### config.mk
export PLATFORM = sky130hd
export DESIGN_NAME = flow_router_top
export DESIGN_NICKNAME = d
export VERILOG_FILES = /design/src/hdl/flow_pkg.sv /design/src/hdl/flow_demux_select_unstable.sv /design/src/hdl/flow_router_top.sv /design/src/hdl/flow_skid_buffer.sv /design/src/hdl/route_table.sv
export SDC_FILE = /design/constraint.sdc
export NUM_CORES = 1
export LEC_CHECK = 0
export BUFFER_PORTS_ARGS = -buffer_cell sky130_fd_sc_hd__buf_4
export CAP_MARGIN = 15
export CORE_ASPECT_RATIO = 1.5
export CORE_MARGIN = 10
export CORE_UTILIZATION = 40
export DETAILED_ROUTE_END_ITERATION = 12
export PLACE_DENSITY = 0.7
export SYNTH_ARGS = -nofsm -noshare
export SYNTH_HDL_FRONTEND = slang
export SYNTH_SLANG_ARGS = --single-unit
### constraint.sdc
create_clock -name clk -period 14.6 [get_ports clk]
set_clock_uncertainty 0.1 [all_clocks]
set_input_delay 2.19 -clock clk [delete_from_list [all_inputs] [get_ports clk]]
set_output_delay 2.19 -clock clk [all_outputs]
set_load 0.02 [all_outputs]
### src/hdl/flow_pkg.sv
// Shared sizes and types of the packet router, referenced by scoped names from every RTL file
package flow_pkg;

  // ------------------------------
  // Router sizes
  // ------------------------------

  // Number of egress ports behind the demux
  localparam int NumPorts = 4;

  // Width of an egress port index, enough to name every port
  localparam int PortIdxWidth = 2;

  // Width of the destination field carried in the upper bits of a word
  localparam int DestWidth = 4;

  // One route table entry exists per destination value
  localparam int NumDests = 16;

  // Payload bits below the destination field
  localparam int PayloadWidth = 28;

  // ------------------------------
  // Wishbone sizes
  // ------------------------------

  // Byte address width of the table's Wishbone slave port
  localparam int WbAdrWidth = 32;

  // Read and write data are single 32-bit words
  localparam int WbDataWidth = 32;

  // ------------------------------
  // Types
  // ------------------------------

  // Egress port number, used both for table entries and for the demux select
  typedef logic [PortIdxWidth-1:0] portIdx_t;

  // One flow word, with the destination in the top nibble
  typedef struct packed {
    logic [DestWidth-1:0]    dest;
    logic [PayloadWidth-1:0] payload;
  } flowWord_t;

endpackage

### src/hdl/flow_demux_select_unstable.sv
// Combinational ready-valid demux steered by a binary select, used to fan ingress words out
`timescale 1ns/1ps

module flow_demux_select_unstable #(
  // Needs at least two flows to be a demux at all
  parameter int  NumFlows  = 2,
  parameter type payload_t = logic
) (
  // The clock and reset only feed the checks below
  input  logic                 clk,
  input  logic                 rstN,

  // The select may move while the chosen flow is stalled, so the pop side is unstable
  input  flow_pkg::portIdx_t   select,

  output logic                 pushReady,
  input  logic                 pushValid,
  input  payload_t             pushData,

  input  logic [NumFlows-1:0]  popReady,
  output logic [NumFlows-1:0]  popValidUnstable,
  output payload_t             popDataUnstable [NumFlows]
);

  // ------------------------------
  // Integration checks
  // ------------------------------

  // A valid word must name one of the flows that exist
  selectInRangeA : assert property (@(posedge clk) disable iff (!rstN)
    pushValid |-> (int'(select) < NumFlows));

  // The push source has to hold its word until the selected flow takes it
  pushValidStableA : assert property (@(posedge clk) disable iff (!rstN)
    pushValid && !pushReady |=> pushValid);

  // ------------------------------
  // Steering
  // ------------------------------

  // Ready comes back from whichever flow is selected right now
  assign pushReady = popReady[select];

  // Only the selected flow sees valid, and none does while push is idle
  always_comb begin
    for (int i = 0; i < NumFlows; i++) begin
      popValidUnstable[i] = pushValid && (int'(select) == i);
    end
  end

  // Data goes to every flow; only the one with valid high will sample it
  always_comb begin
    for (int i = 0; i < NumFlows; i++) begin
      popDataUnstable[i] = pushData;
    end
  end

  // ------------------------------
  // Implementation checks
  // ------------------------------

  // With push held under back-pressure, a pop valid can only drop because select moved
  for (genvar i = 0; i < NumFlows; i++) begin : genPopChecks
    popValidDropBySelectA : assert property (@(posedge clk) disable iff (!rstN)
      $fell(popValidUnstable[i]) && !popReady[i] && $past(!popReady[i])
        |-> $changed(select));
  end

endmodule

### src/hdl/flow_router_top.sv
// Top level of the packet router; ties the route table, the demux and the egress buffers together
`timescale 1ns/1ps

module flow_router_top (
  input  logic                                clk,
  input  logic                                rstN,

  // ------------------------------
  // Ingress
  // ------------------------------
  input  logic                                inValid,
  output logic                                inReady,
  input  flow_pkg::flowWord_t                 inData,

  // ------------------------------
  // Egress, one entry per port
  // ------------------------------
  output logic [flow_pkg::NumPorts-1:0]       outValid,
  input  logic [flow_pkg::NumPorts-1:0]       outReady,
  output flow_pkg::flowWord_t                 outData [flow_pkg::NumPorts],

  // ------------------------------
  // Wishbone slave to the table
  // ------------------------------
  input  logic                                wbCyc,
  input  logic                                wbStb,
  input  logic                                wbWe,
  input  logic [flow_pkg::WbAdrWidth-1:0]     wbAdr,
  input  logic [flow_pkg::WbDataWidth-1:0]    wbDatW,
  input  logic [flow_pkg::WbDataWidth/8-1:0]  wbSel,
  output logic [flow_pkg::WbDataWidth-1:0]    wbDatR,
  output logic                                wbAck
);

  // Port chosen by the table for the word at the ingress right now
  flow_pkg::portIdx_t                   routeSel;

  // Demux outputs, which may change under a stall when the table is rewritten
  logic [flow_pkg::NumPorts-1:0]        demuxValid;
  flow_pkg::flowWord_t                  demuxData [flow_pkg::NumPorts];

  // Push-side readies of the egress buffers
  logic [flow_pkg::NumPorts-1:0]        bufReady;

  // The table looks up the dest of the current ingress word with no delay
  route_table i_route_table (
    .clk        (clk),
    .rstN       (rstN),
    .wbCyc      (wbCyc),
    .wbStb      (wbStb),
    .wbWe       (wbWe),
    .wbAdr      (wbAdr),
    .wbDatW     (wbDatW),
    .wbSel      (wbSel),
    .wbDatR     (wbDatR),
    .wbAck      (wbAck),
    .lookupDest (inData.dest),
    .routeSel   (routeSel)
  );

  // Ingress stalls only while the selected port's buffer is full
  flow_demux_select_unstable #(
    .NumFlows  (flow_pkg::NumPorts),
    .payload_t (flow_pkg::flowWord_t)
  ) i_flow_demux_select_unstable (
    .clk              (clk),
    .rstN             (rstN),
    .select           (routeSel),
    .pushReady        (inReady),
    .pushValid        (inValid),
    .pushData         (inData),
    .popReady         (bufReady),
    .popValidUnstable (demuxValid),
    .popDataUnstable  (demuxData)
  );

  // Each port gets its own buffer so that the egress pins follow the stability rule
  for (genvar p = 0; p < flow_pkg::NumPorts; p++) begin : genEgress
    flow_skid_buffer #(
      .payload_t (flow_pkg::flowWord_t)
    ) i_flow_skid_buffer (
      .clk       (clk),
      .rstN      (rstN),
      .pushValid (demuxValid[p]),
      .pushReady (bufReady[p]),
      .pushData  (demuxData[p]),
      .popValid  (outValid[p]),
      .popReady  (outReady[p]),
      .popData   (outData[p])
    );
  end

endmodule

### src/hdl/flow_skid_buffer.sv
// Two-entry registered ready-valid buffer that turns an unstable push stream into a stable pop stream
`timescale 1ns/1ps

module flow_skid_buffer #(
  parameter type payload_t = logic
) (
  input  logic     clk,
  input  logic     rstN,

  input  logic     pushValid,
  output logic     pushReady,
  input  payload_t pushData,

  output logic     popValid,
  input  logic     popReady,
  output payload_t popData
);

  // ------------------------------
  // State
  // ------------------------------

  // The head slot drives the pop side directly
  logic     headValid;
  payload_t headData;

  // The spare slot catches a word that arrives while the head is stalled
  logic     spareValid;
  payload_t spareData;

  // Handshakes on each side in the current cycle
  logic     pushFire;
  logic     popFire;

  // The buffer is only full when the spare slot is taken, so ready is a flop output
  assign pushReady = !spareValid;

  assign pushFire = pushValid && pushReady;
  assign popFire  = headValid && popReady;

  // ------------------------------
  // Occupancy
  // ------------------------------

  // A push cannot coincide with a full buffer, so the spare drains into the head alone
  always_ff @(posedge clk) begin
    if (!rstN) begin
      headValid  <= 1'b0;
      spareValid <= 1'b0;
    end else if (popFire && spareValid) begin
      spareValid <= 1'b0;
    end else if (popFire) begin
      // The head refills from the push side in the same cycle it empties
      headValid <= pushFire;
    end else if (pushFire) begin
      if (headValid) begin
        spareValid <= 1'b1;
      end else begin
        headValid <= 1'b1;
      end
    end
  end

  // ------------------------------
  // Data slots
  // ------------------------------

  // The head only changes when it is empty or being popped, which keeps popData stable
  always_ff @(posedge clk) begin
    if (popFire && spareValid) begin
      headData <= spareData;
    end else if (pushFire && (!headValid || popFire)) begin
      headData <= pushData;
    end
  end

  // The spare loads only when the head is busy and stays put
  always_ff @(posedge clk) begin
    if (pushFire && headValid && !popFire) begin
      spareData <= pushData;
    end
  end

  // Pop side comes straight from the head registers
  assign popValid = headValid;
  assign popData  = headData;

  // ------------------------------
  // Checks
  // ------------------------------

  // Whatever the push side does, a stalled output keeps its word until it is taken
  popStableA : assert property (@(posedge clk) disable iff (!rstN)
    popValid && !popReady |=> popValid && $stable(popData));

endmodule

### src/hdl/route_table.sv
// Destination-to-port route table with a Wishbone classic slave port and a combinational lookup
`timescale 1ns/1ps

module route_table (
  input  logic                                 clk,
  input  logic                                 rstN,

  // Wishbone classic slave, single word accesses only
  input  logic                                 wbCyc,
  input  logic                                 wbStb,
  input  logic                                 wbWe,
  input  logic [flow_pkg::WbAdrWidth-1:0]      wbAdr,
  input  logic [flow_pkg::WbDataWidth-1:0]     wbDatW,
  input  logic [flow_pkg::WbDataWidth/8-1:0]   wbSel,
  output logic [flow_pkg::WbDataWidth-1:0]     wbDatR,
  output logic                                 wbAck,

  // Lookup side, driven by the dest field of the current ingress word
  input  logic [flow_pkg::DestWidth-1:0]       lookupDest,
  output flow_pkg::portIdx_t                   routeSel
);

  // ------------------------------
  // Storage and decode
  // ------------------------------

  // One port index per destination
  flow_pkg::portIdx_t tableQ [flow_pkg::NumDests];

  // Word address bits pick the entry, anything above them is ignored
  logic [flow_pkg::DestWidth-1:0] wbIdx;

  // A new request is one that is present and not yet acknowledged
  logic wbReq;

  assign wbIdx = wbAdr[flow_pkg::DestWidth+1:2];
  assign wbReq = wbCyc && wbStb && !wbAck;

  // ------------------------------
  // Wishbone handshake
  // ------------------------------

  // Ack is raised for exactly one cycle after the request is first seen.
  // Because the ack itself blocks wbReq, a master that keeps wbStb up
  // for the ack cycle does not start a second access
  always_ff @(posedge clk) begin
    if (!rstN) begin
      wbAck <= 1'b0;
    end else begin
      wbAck <= wbReq;
    end
  end

  // ------------------------------
  // Table update
  // ------------------------------

  // Reset spreads the destinations round-robin over the ports.
  // A write lands on the same edge that raises wbAck, and only byte lane 0
  // matters because an entry is just two bits wide
  always_ff @(posedge clk) begin
    if (!rstN) begin
      for (int d = 0; d < flow_pkg::NumDests; d++) begin
        tableQ[d] <= flow_pkg::portIdx_t'(d % flow_pkg::NumPorts);
      end
    end else if (wbReq && wbWe && wbSel[0]) begin
      tableQ[wbIdx] <= wbDatW[flow_pkg::PortIdxWidth-1:0];
    end
  end

  // ------------------------------
  // Read data
  // ------------------------------

  // Read data is captured with the request so that it is valid alongside wbAck.
  // The entry is zero-extended to the full bus width
  always_ff @(posedge clk) begin
    if (wbReq && !wbWe) begin
      wbDatR <= {{(flow_pkg::WbDataWidth - flow_pkg::PortIdxWidth){1'b0}}, tableQ[wbIdx]};
    end
  end

  // ------------------------------
  // Lookup
  // ------------------------------

  // Zero-cycle lookup; the route is whatever the table holds at the accepting edge
  assign routeSel = tableQ[lookupDest];

  // ------------------------------
  // Checks
  // ------------------------------

  // A strobe dropped right after the ack keeps each request to a single access
  wbStbDropA : assert property (@(posedge clk) disable iff (!rstN)
    wbAck |=> !wbStb);

endmodule
==> run_results.csv, run 1 <==
group,metric,value,unit
run_status,status,"finished clean",
logic_synthesis,syn_area_per_cell,18.2,um^2
cts,cts_tree,"done",
critical_path,rrSetupSlack,11350,ps
critical_path,cp_common_cell,"buf_4",
critical_path,r2r.worst_path.cells,5,
run,cap_violations,0,
critical_path,start_kind,"input pin",
grt,antenna_found_initial,0,
finish,multi_input_area,2840,um^2
power_and_ir_drop,power,1.86,mW
floorplanning,dieWidth,161,um
finish,mostFrequentLayoutCells,"edfxtp_1 (290), buf_4 (191), mux2_2 (129)",
grt,grt.total_usage,0.143,
power_and_ir_drop,vdd_ir_drop_max,91.4,uV
critical_path,critPathMaxFanout,17,
critical_path,critPathSlowestCell,"mux4_1",
detailed_routing,num_vias,6400,
finish,num-nets-final,956,
floorplanning,die_h,232,um
cts,hold_buffers,0,
floorplanning,die_area,37300,um^2
power_and_ir_drop,cellLeakagePower,5.11,nW
critical_path,crit_required,12310,ps
cts,clk_path_buf_depth,3,
finish,seq_area,8890,um^2
cts,h-tree-depth,1,
grt,grt_overflow,0,
min_path,min_path_type,"flop to flop",
logic_synthesis,syn_inst,656,
critical_path,slowest_delay,660,ps
min_path,worst_hold_path.endpoint,"genEgress[3].i_flow_skid_buffer.popData[29]$_DFFE_PP_",
cts,cts_resized,0,
finish,layout_commonest_cell,"edfxtp_1",
floorplanning,ioPinCount,276,
finish,diodes,0,
finish,drive_gt1_frac,0.452,
critical_path,r2r_end,"genEgress[0].i_flow_skid_buffer.popData[29]$_DFFE_PP_",
placement,port_buffers,184,
timing,worst_slew_pin_slew,1090,ps
min_path,holdPathStages,1,
grt,grt_pass1_vias,6778,
critical_path,end_kind,"primary output",
detailed_routing,antenna_left,0,
critical_path,worstPathArrival,4200,ps
detailed_routing,routedWlPerCell,22.3,um
timing,max_freq,0.154,GHz
finish,nFillCells,2509,
min_path,min-delay-start,"genEgress[3].i_flow_skid_buffer.spareData[29]$_DFFE_PP_",
logic_synthesis,seq_area_frac_synth,0.743,
cts,cts_setup_buffers,0,
cts,clk_pin_slew,60,ps
logic_synthesis,yosys.cell_types.count,44,
floorplanning,start_util,0.406,
critical_path,crit_type,"input pin to primary output",
critical_path,crit_chain,"buf_4 > mux4_1 > a22oi_2 > nand2_2 > mux2_2 > buf_4",
detailed_routing,first_pass_iters,5,
placement,dp.cells,1212,
timing,slew_headroom,0.268,
floorplanning,rows,77,
cts,clock_latency,540,ps
grt,grt_pass1_wl,41100,um
power_and_ir_drop,p_per_area,128,nW/um^2
timing,rsz0062_at_grt,"no",
timing,fin_crit,6490,ps
detailed_routing,drtIter0Drc,435,
cts,clock-sinks,299,
logic_synthesis,synth_edf_count,290,
logic_synthesis,synth.ff_latch_count,299,
timing,setup_viol,0,
logic_synthesis,synth_area,12000,um^2
grt,grt_max_degree,34,
placement,place_congestion,0.856,
detailed_routing,vias_per_cell,5.09,
floorplanning,core_area,29500,um^2
timing,setup_tns,0,ps
detailed_routing,drc,0,
placement,hpwlAfterDp,18200,um
finish,stdcell_count,1258,
logic_synthesis,yosys_warnings,0,
detailed_routing,routed_wl,28000,um
timing,post-route-period-util,0.444,
critical_path,worstReg2RegStart,"i_route_table.tableQ[1][0]$_SDFFCE_PN1P_",
timing,maxSlewViolCount,0,
logic_synthesis,synth-async-reset-ratio,0,
cts,cts-root-buf,"clkbuf_16",
cts,cts_buffers,27,
logic_synthesis,synthFlopType,"edfxtp_1",
finish,syn2layout_area_growth,21.8,%
timing,final_hold_viol_count,0,
## worst max path at each step
stage                                                                        end  slack (ps)  depth (start not counted)  startpoint
after floorplan           genEgress[2].i_flow_skid_buffer.spareData[0]$_DFFE_PP_        8490                          6  inData[28]
after global placement                                                   inReady        8120                          6  inData[28]
after detailed placement                                                 inReady        8090                          6  inData[28]
after CTS                                                                inReady        8090                          6  inData[28]
after global routing                                                     inReady        8030                          6  inData[28]
final                                                                    inReady        8110                          6  inData[28]
## kinds of logic (layout without fill, tap and decap cells)
family          count (synthesis)  after routing  share of synthesized area
simple gates                  102            102                     0.0419
compound gates                 38             38                     0.0221
flops                         299            299                      0.743
other cells                     1             30                   0.000314
mux                           154            154                      0.160
buf+inv                        62            240                     0.0321
## critical path: cells and delay by family
kind	cells	cell delay [ps]
AND/OR/NAND/NOR	1	270
multiplexers	2	1030
buffers and inverters	2	410
AO/OA/AOI/OAI	1	280
## layer usage
| metal | up-vias | GRT usage | routed length [um] |
|---|---|---|---|
| li1 | 2863 | - | - |
| met1 | 3187 | 0.153 | 10000 |
| met2 | 289 | 0.265 | 15100 |
| met3 | 61 | 0.0291 | 1830 |
| met4 | 0 | 0.0601 | 1000 |
| met5 | - | 0 | 0 |
## final cells by class
| class | count | share of cell area |
|---|---|---|
| flip-flops and latches | 299 | 0.611 |
| inverters | 3 | 0.000774 |
| repair buffers | 191 | 0.0985 |
| multi-input cells | 324 | 0.195 |
| well taps | 395 | 0.0339 |
| clock buffers | 29 | 0.0469 |
| clock inverters | 17 | 0.0141 |
## metrics by stage
stage          hold WS [ps]  area, um^2   util  setup WS (ps)
2_1_floorplan           380       12100      -           8490
3_3_place_gp            418       13700  0.464           8120
3_5_place_dp            430       13700  0.464           8090
4_1_cts                 440       14600  0.494           8090
5_1_grt                 460       14600  0.494           8030
6_report                442       14600  0.494           8110
## registers in the layout (all words and copies together), names as in the netlist
signal	count
genEgress.i_flow_skid_buffer.popData	128
genEgress.i_flow_skid_buffer.popValid	4
genEgress.i_flow_skid_buffer.spareData	128
genEgress.i_flow_skid_buffer.spareValid	4
i_route_table.tableQ	32
i_route_table.wbAck	1
i_route_table.wbDatR	2
## Yosys cell counts, types with 3 or more instances
| library cell | n | share of area |
|---|---|---|
| a32o_1 | 3 | 0.0025 |
| buf_1 | 12 | 0.0038 |
| buf_4 | 36 | 0.023 |
| clkbuf_1 | 8 | 0.0025 |
| dfxtp_1 | 9 | 0.015 |
| edfxtp_1 | 290 | 0.73 |
| inv_1 | 3 | 0.00094 |
| mux2_2 | 129 | 0.12 |
| mux2i_1 | 8 | 0.0067 |
| mux4_2 | 14 | 0.026 |
| nand2_1 | 32 | 0.010 |
| nand2b_1 | 6 | 0.0031 |
| nand3_1 | 11 | 0.0046 |
| nand4_1 | 4 | 0.0021 |
| nor2_1 | 26 | 0.0082 |
| nor2b_1 | 5 | 0.0026 |
| nor3_1 | 3 | 0.0013 |
| o21ai_0 | 20 | 0.0084 |
| o21ai_1 | 4 | 0.0017 |
## report_power, final
part / internal [mW] / switching [mW]
combinational: 0.0607 / 0.0963
sequential: 0.973 / 0.0104
clock: 0.424 / 0.298
total: 1.46 / 0.405
(Power assumes the default switching activity.)
==> inputs of run 2 (changes only) <==
==> constraint.sdc (replaced) <==
create_clock -name clk -period 6.8 [get_ports clk]
set_clock_uncertainty 0.1 [all_clocks]
set_input_delay 1.02 -clock clk [delete_from_list [all_inputs] [get_ports clk]]
set_output_delay 1.02 -clock clk [all_outputs]
set_load 0.02 [all_outputs]
==> run 2 against run 1 <==
- total power increased by 120%
- clock power up 120%
- final area barely moved
- via count decreased by 1.5%
- sequential share of layout area barely moved
- sequential cell count unchanged
- critical path type unchanged
- largest cell class unchanged
==> run_results.csv, run 2 (same netlist as run 1, synthesis figures left out) <==
group,metric,value,unit
detailed_routing,vias_per_cell,5.00,
critical_path,r2r.worst_path.cells,5,
cts,clock_latency,540,ps
cts,cts_resized,0,
grt,grt_max_degree,34,
detailed_routing,first_pass_iters,4,
timing,maxSlewViolCount,0,
floorplanning,die_h,232,um
detailed_routing,antenna_left,0,
timing,max_freq,0.235,GHz
critical_path,start_kind,"input pin",
finish,num-nets-final,956,
min_path,min_path_type,"flop to flop",
finish,layout_commonest_cell,"edfxtp_1",
grt,grt_pass1_wl,40700,um
timing,fin_ws,2540,ps
grt,grt_pass1_vias,6738,
critical_path,worstReg2RegStart,"i_route_table.tableQ[1][0]$_SDFFCE_PN1P_",
detailed_routing,routed_wl,28100,um
finish,diodes,0,
floorplanning,core_area,29500,um^2
critical_path,crit_type,"input pin to primary output",
detailed_routing,num_vias,6301,
cts,cts_tree,"done",
cts,clock-sinks,299,
placement,place_congestion,0.854,
timing,setup_viol,0,
grt,grt.total_usage,0.142,
cts,hold_buffers,0,
placement,hpwlAfterDp,18400,um
critical_path,worstPathArrival,3140,ps
placement,dp.cells,1212,
critical_path,critPathMaxFanout,17,
finish,syn2layout_area_growth,21.9,%
timing,worst_hold_slack,425,ps
critical_path,rrSetupSlack,3390,ps
min_path,worst_hold_path.endpoint,"genEgress[0].i_flow_skid_buffer.popValid$_SDFFE_PN0P_",
detailed_routing,routedWlPerCell,22.3,um
finish,final_cell_area,14600,um^2
run,cap_violations,0,
min_path,min-delay-start,"genEgress[0].i_flow_skid_buffer.popValid$_SDFFE_PN0P_",
timing,rsz0062_at_grt,"no",
finish,drive_gt1_frac,0.451,
power_and_ir_drop,cellLeakagePower,5.11,nW
grt,grt_overflow,0,
timing,post-route-period-util,0.627,
timing,final_hold_viol_count,0,
floorplanning,dieWidth,161,um
detailed_routing,drtIter0Drc,379,
cts,h-tree-depth,1,
cts,cts-root-buf,"clkbuf_16",
finish,mostFrequentLayoutCells,"edfxtp_1 (290), buf_4 (191), mux2_2 (129)",
floorplanning,die_area,37300,um^2
placement,placed_area,13700,um^2
run_status,status,"finished clean",
min_path,holdPathStages,2,
power_and_ir_drop,p_per_area,275,nW/um^2
detailed_routing,drc,0,
cts,cts_setup_buffers,0,
timing,slew_headroom,0.246,
critical_path,crit_required,5680,ps
finish,stdcell_count,1259,
cts,cts_buffers,27,
grt,antenna_found_initial,0,
cts,clk_path_buf_depth,3,
cts,clk_pin_slew,60,ps
timing,setup_tns,0,ps
critical_path,end_kind,"primary output",
placement,port_buffers,184,
placement,preCtsSetupSlack,2290,ps
timing,worst_slew_pin_slew,1130,ps
timing,fin_crit,4260,ps
power_and_ir_drop,vdd_ir_drop_max,209,uV
floorplanning,rows,77,
critical_path,r2r_end,"genEgress[0].i_flow_skid_buffer.spareData[26]$_DFFE_PP_",
floorplanning,start_util,0.406,
floorplanning,ioPinCount,276,
[run 2: through the flow]
| step | total power, mW | utilization |
|---|---|---|
| 2_1_floorplan | 2.35 | - |
| 3_3_place_gp | 2.48 | 0.464 |
| 3_5_place_dp | 2.49 | 0.464 |
| 4_1_cts | 4.05 | 0.494 |
| 5_1_grt | 4.12 | 0.494 |
| 6_report | 4.00 | 0.494 |
[run 2: cell type report]
type / count / area [um^2]
fill: 2504 / 14900
clock inverter: 17 / 211
inverter: 3 / 11.3
clock buffer: 30 / 687
timing repair buffer: 191 / 1430
sequential: 299 / 8890
multi-input combinational: 324 / 2840
tap: 395 / 494
[run 2: report_power, final]
group,internal (mW),leakage (nW),switching (mW),total [mW]
Combinational,0.130,1.97,0.207,0.337
Sequential,2.09,2.70,0.0223,2.11
Clock,0.914,0.435,0.642,1.56
Total,3.13,5.11,0.871,4.00
[run 2: routing by layer]
layer / up-vias / track usage / wire length (um)
met1: 3138 / 0.150 / 10200
met3: 56 / 0.0300 / 1680
li1: 2865 / - / -
met2: 242 / 0.263 / 15200
met4: 0 / 0.0647 / 945
met5: - / 0 / 0
[run 2: critical path, cell delays in order]
cell	delay [ps]
buf_4	200
mux4_1	390
mux2i_1	90
mux2i_2	800
mux2i_1	170
mux2_2	310
buf_4	160
[run 2: worst max path at each step]
stage / from / to / slack [ps] / cells after the start
after floorplan: inData[28] / genEgress[2].i_flow_skid_buffer.spareData[0]$_DFFE_PP_ / 1860 / 6
after global placement: inData[28] / genEgress[0].i_flow_skid_buffer.spareData[7]$_DFFE_PP_ / 2320 / 6
after detailed placement: inData[28] / genEgress[0].i_flow_skid_buffer.spareData[22]$_DFFE_PP_ / 2290 / 6
after CTS: inData[28] / inReady / 2520 / 7
after global routing: inData[28] / inReady / 2420 / 7
final: inData[28] / inReady / 2540 / 7
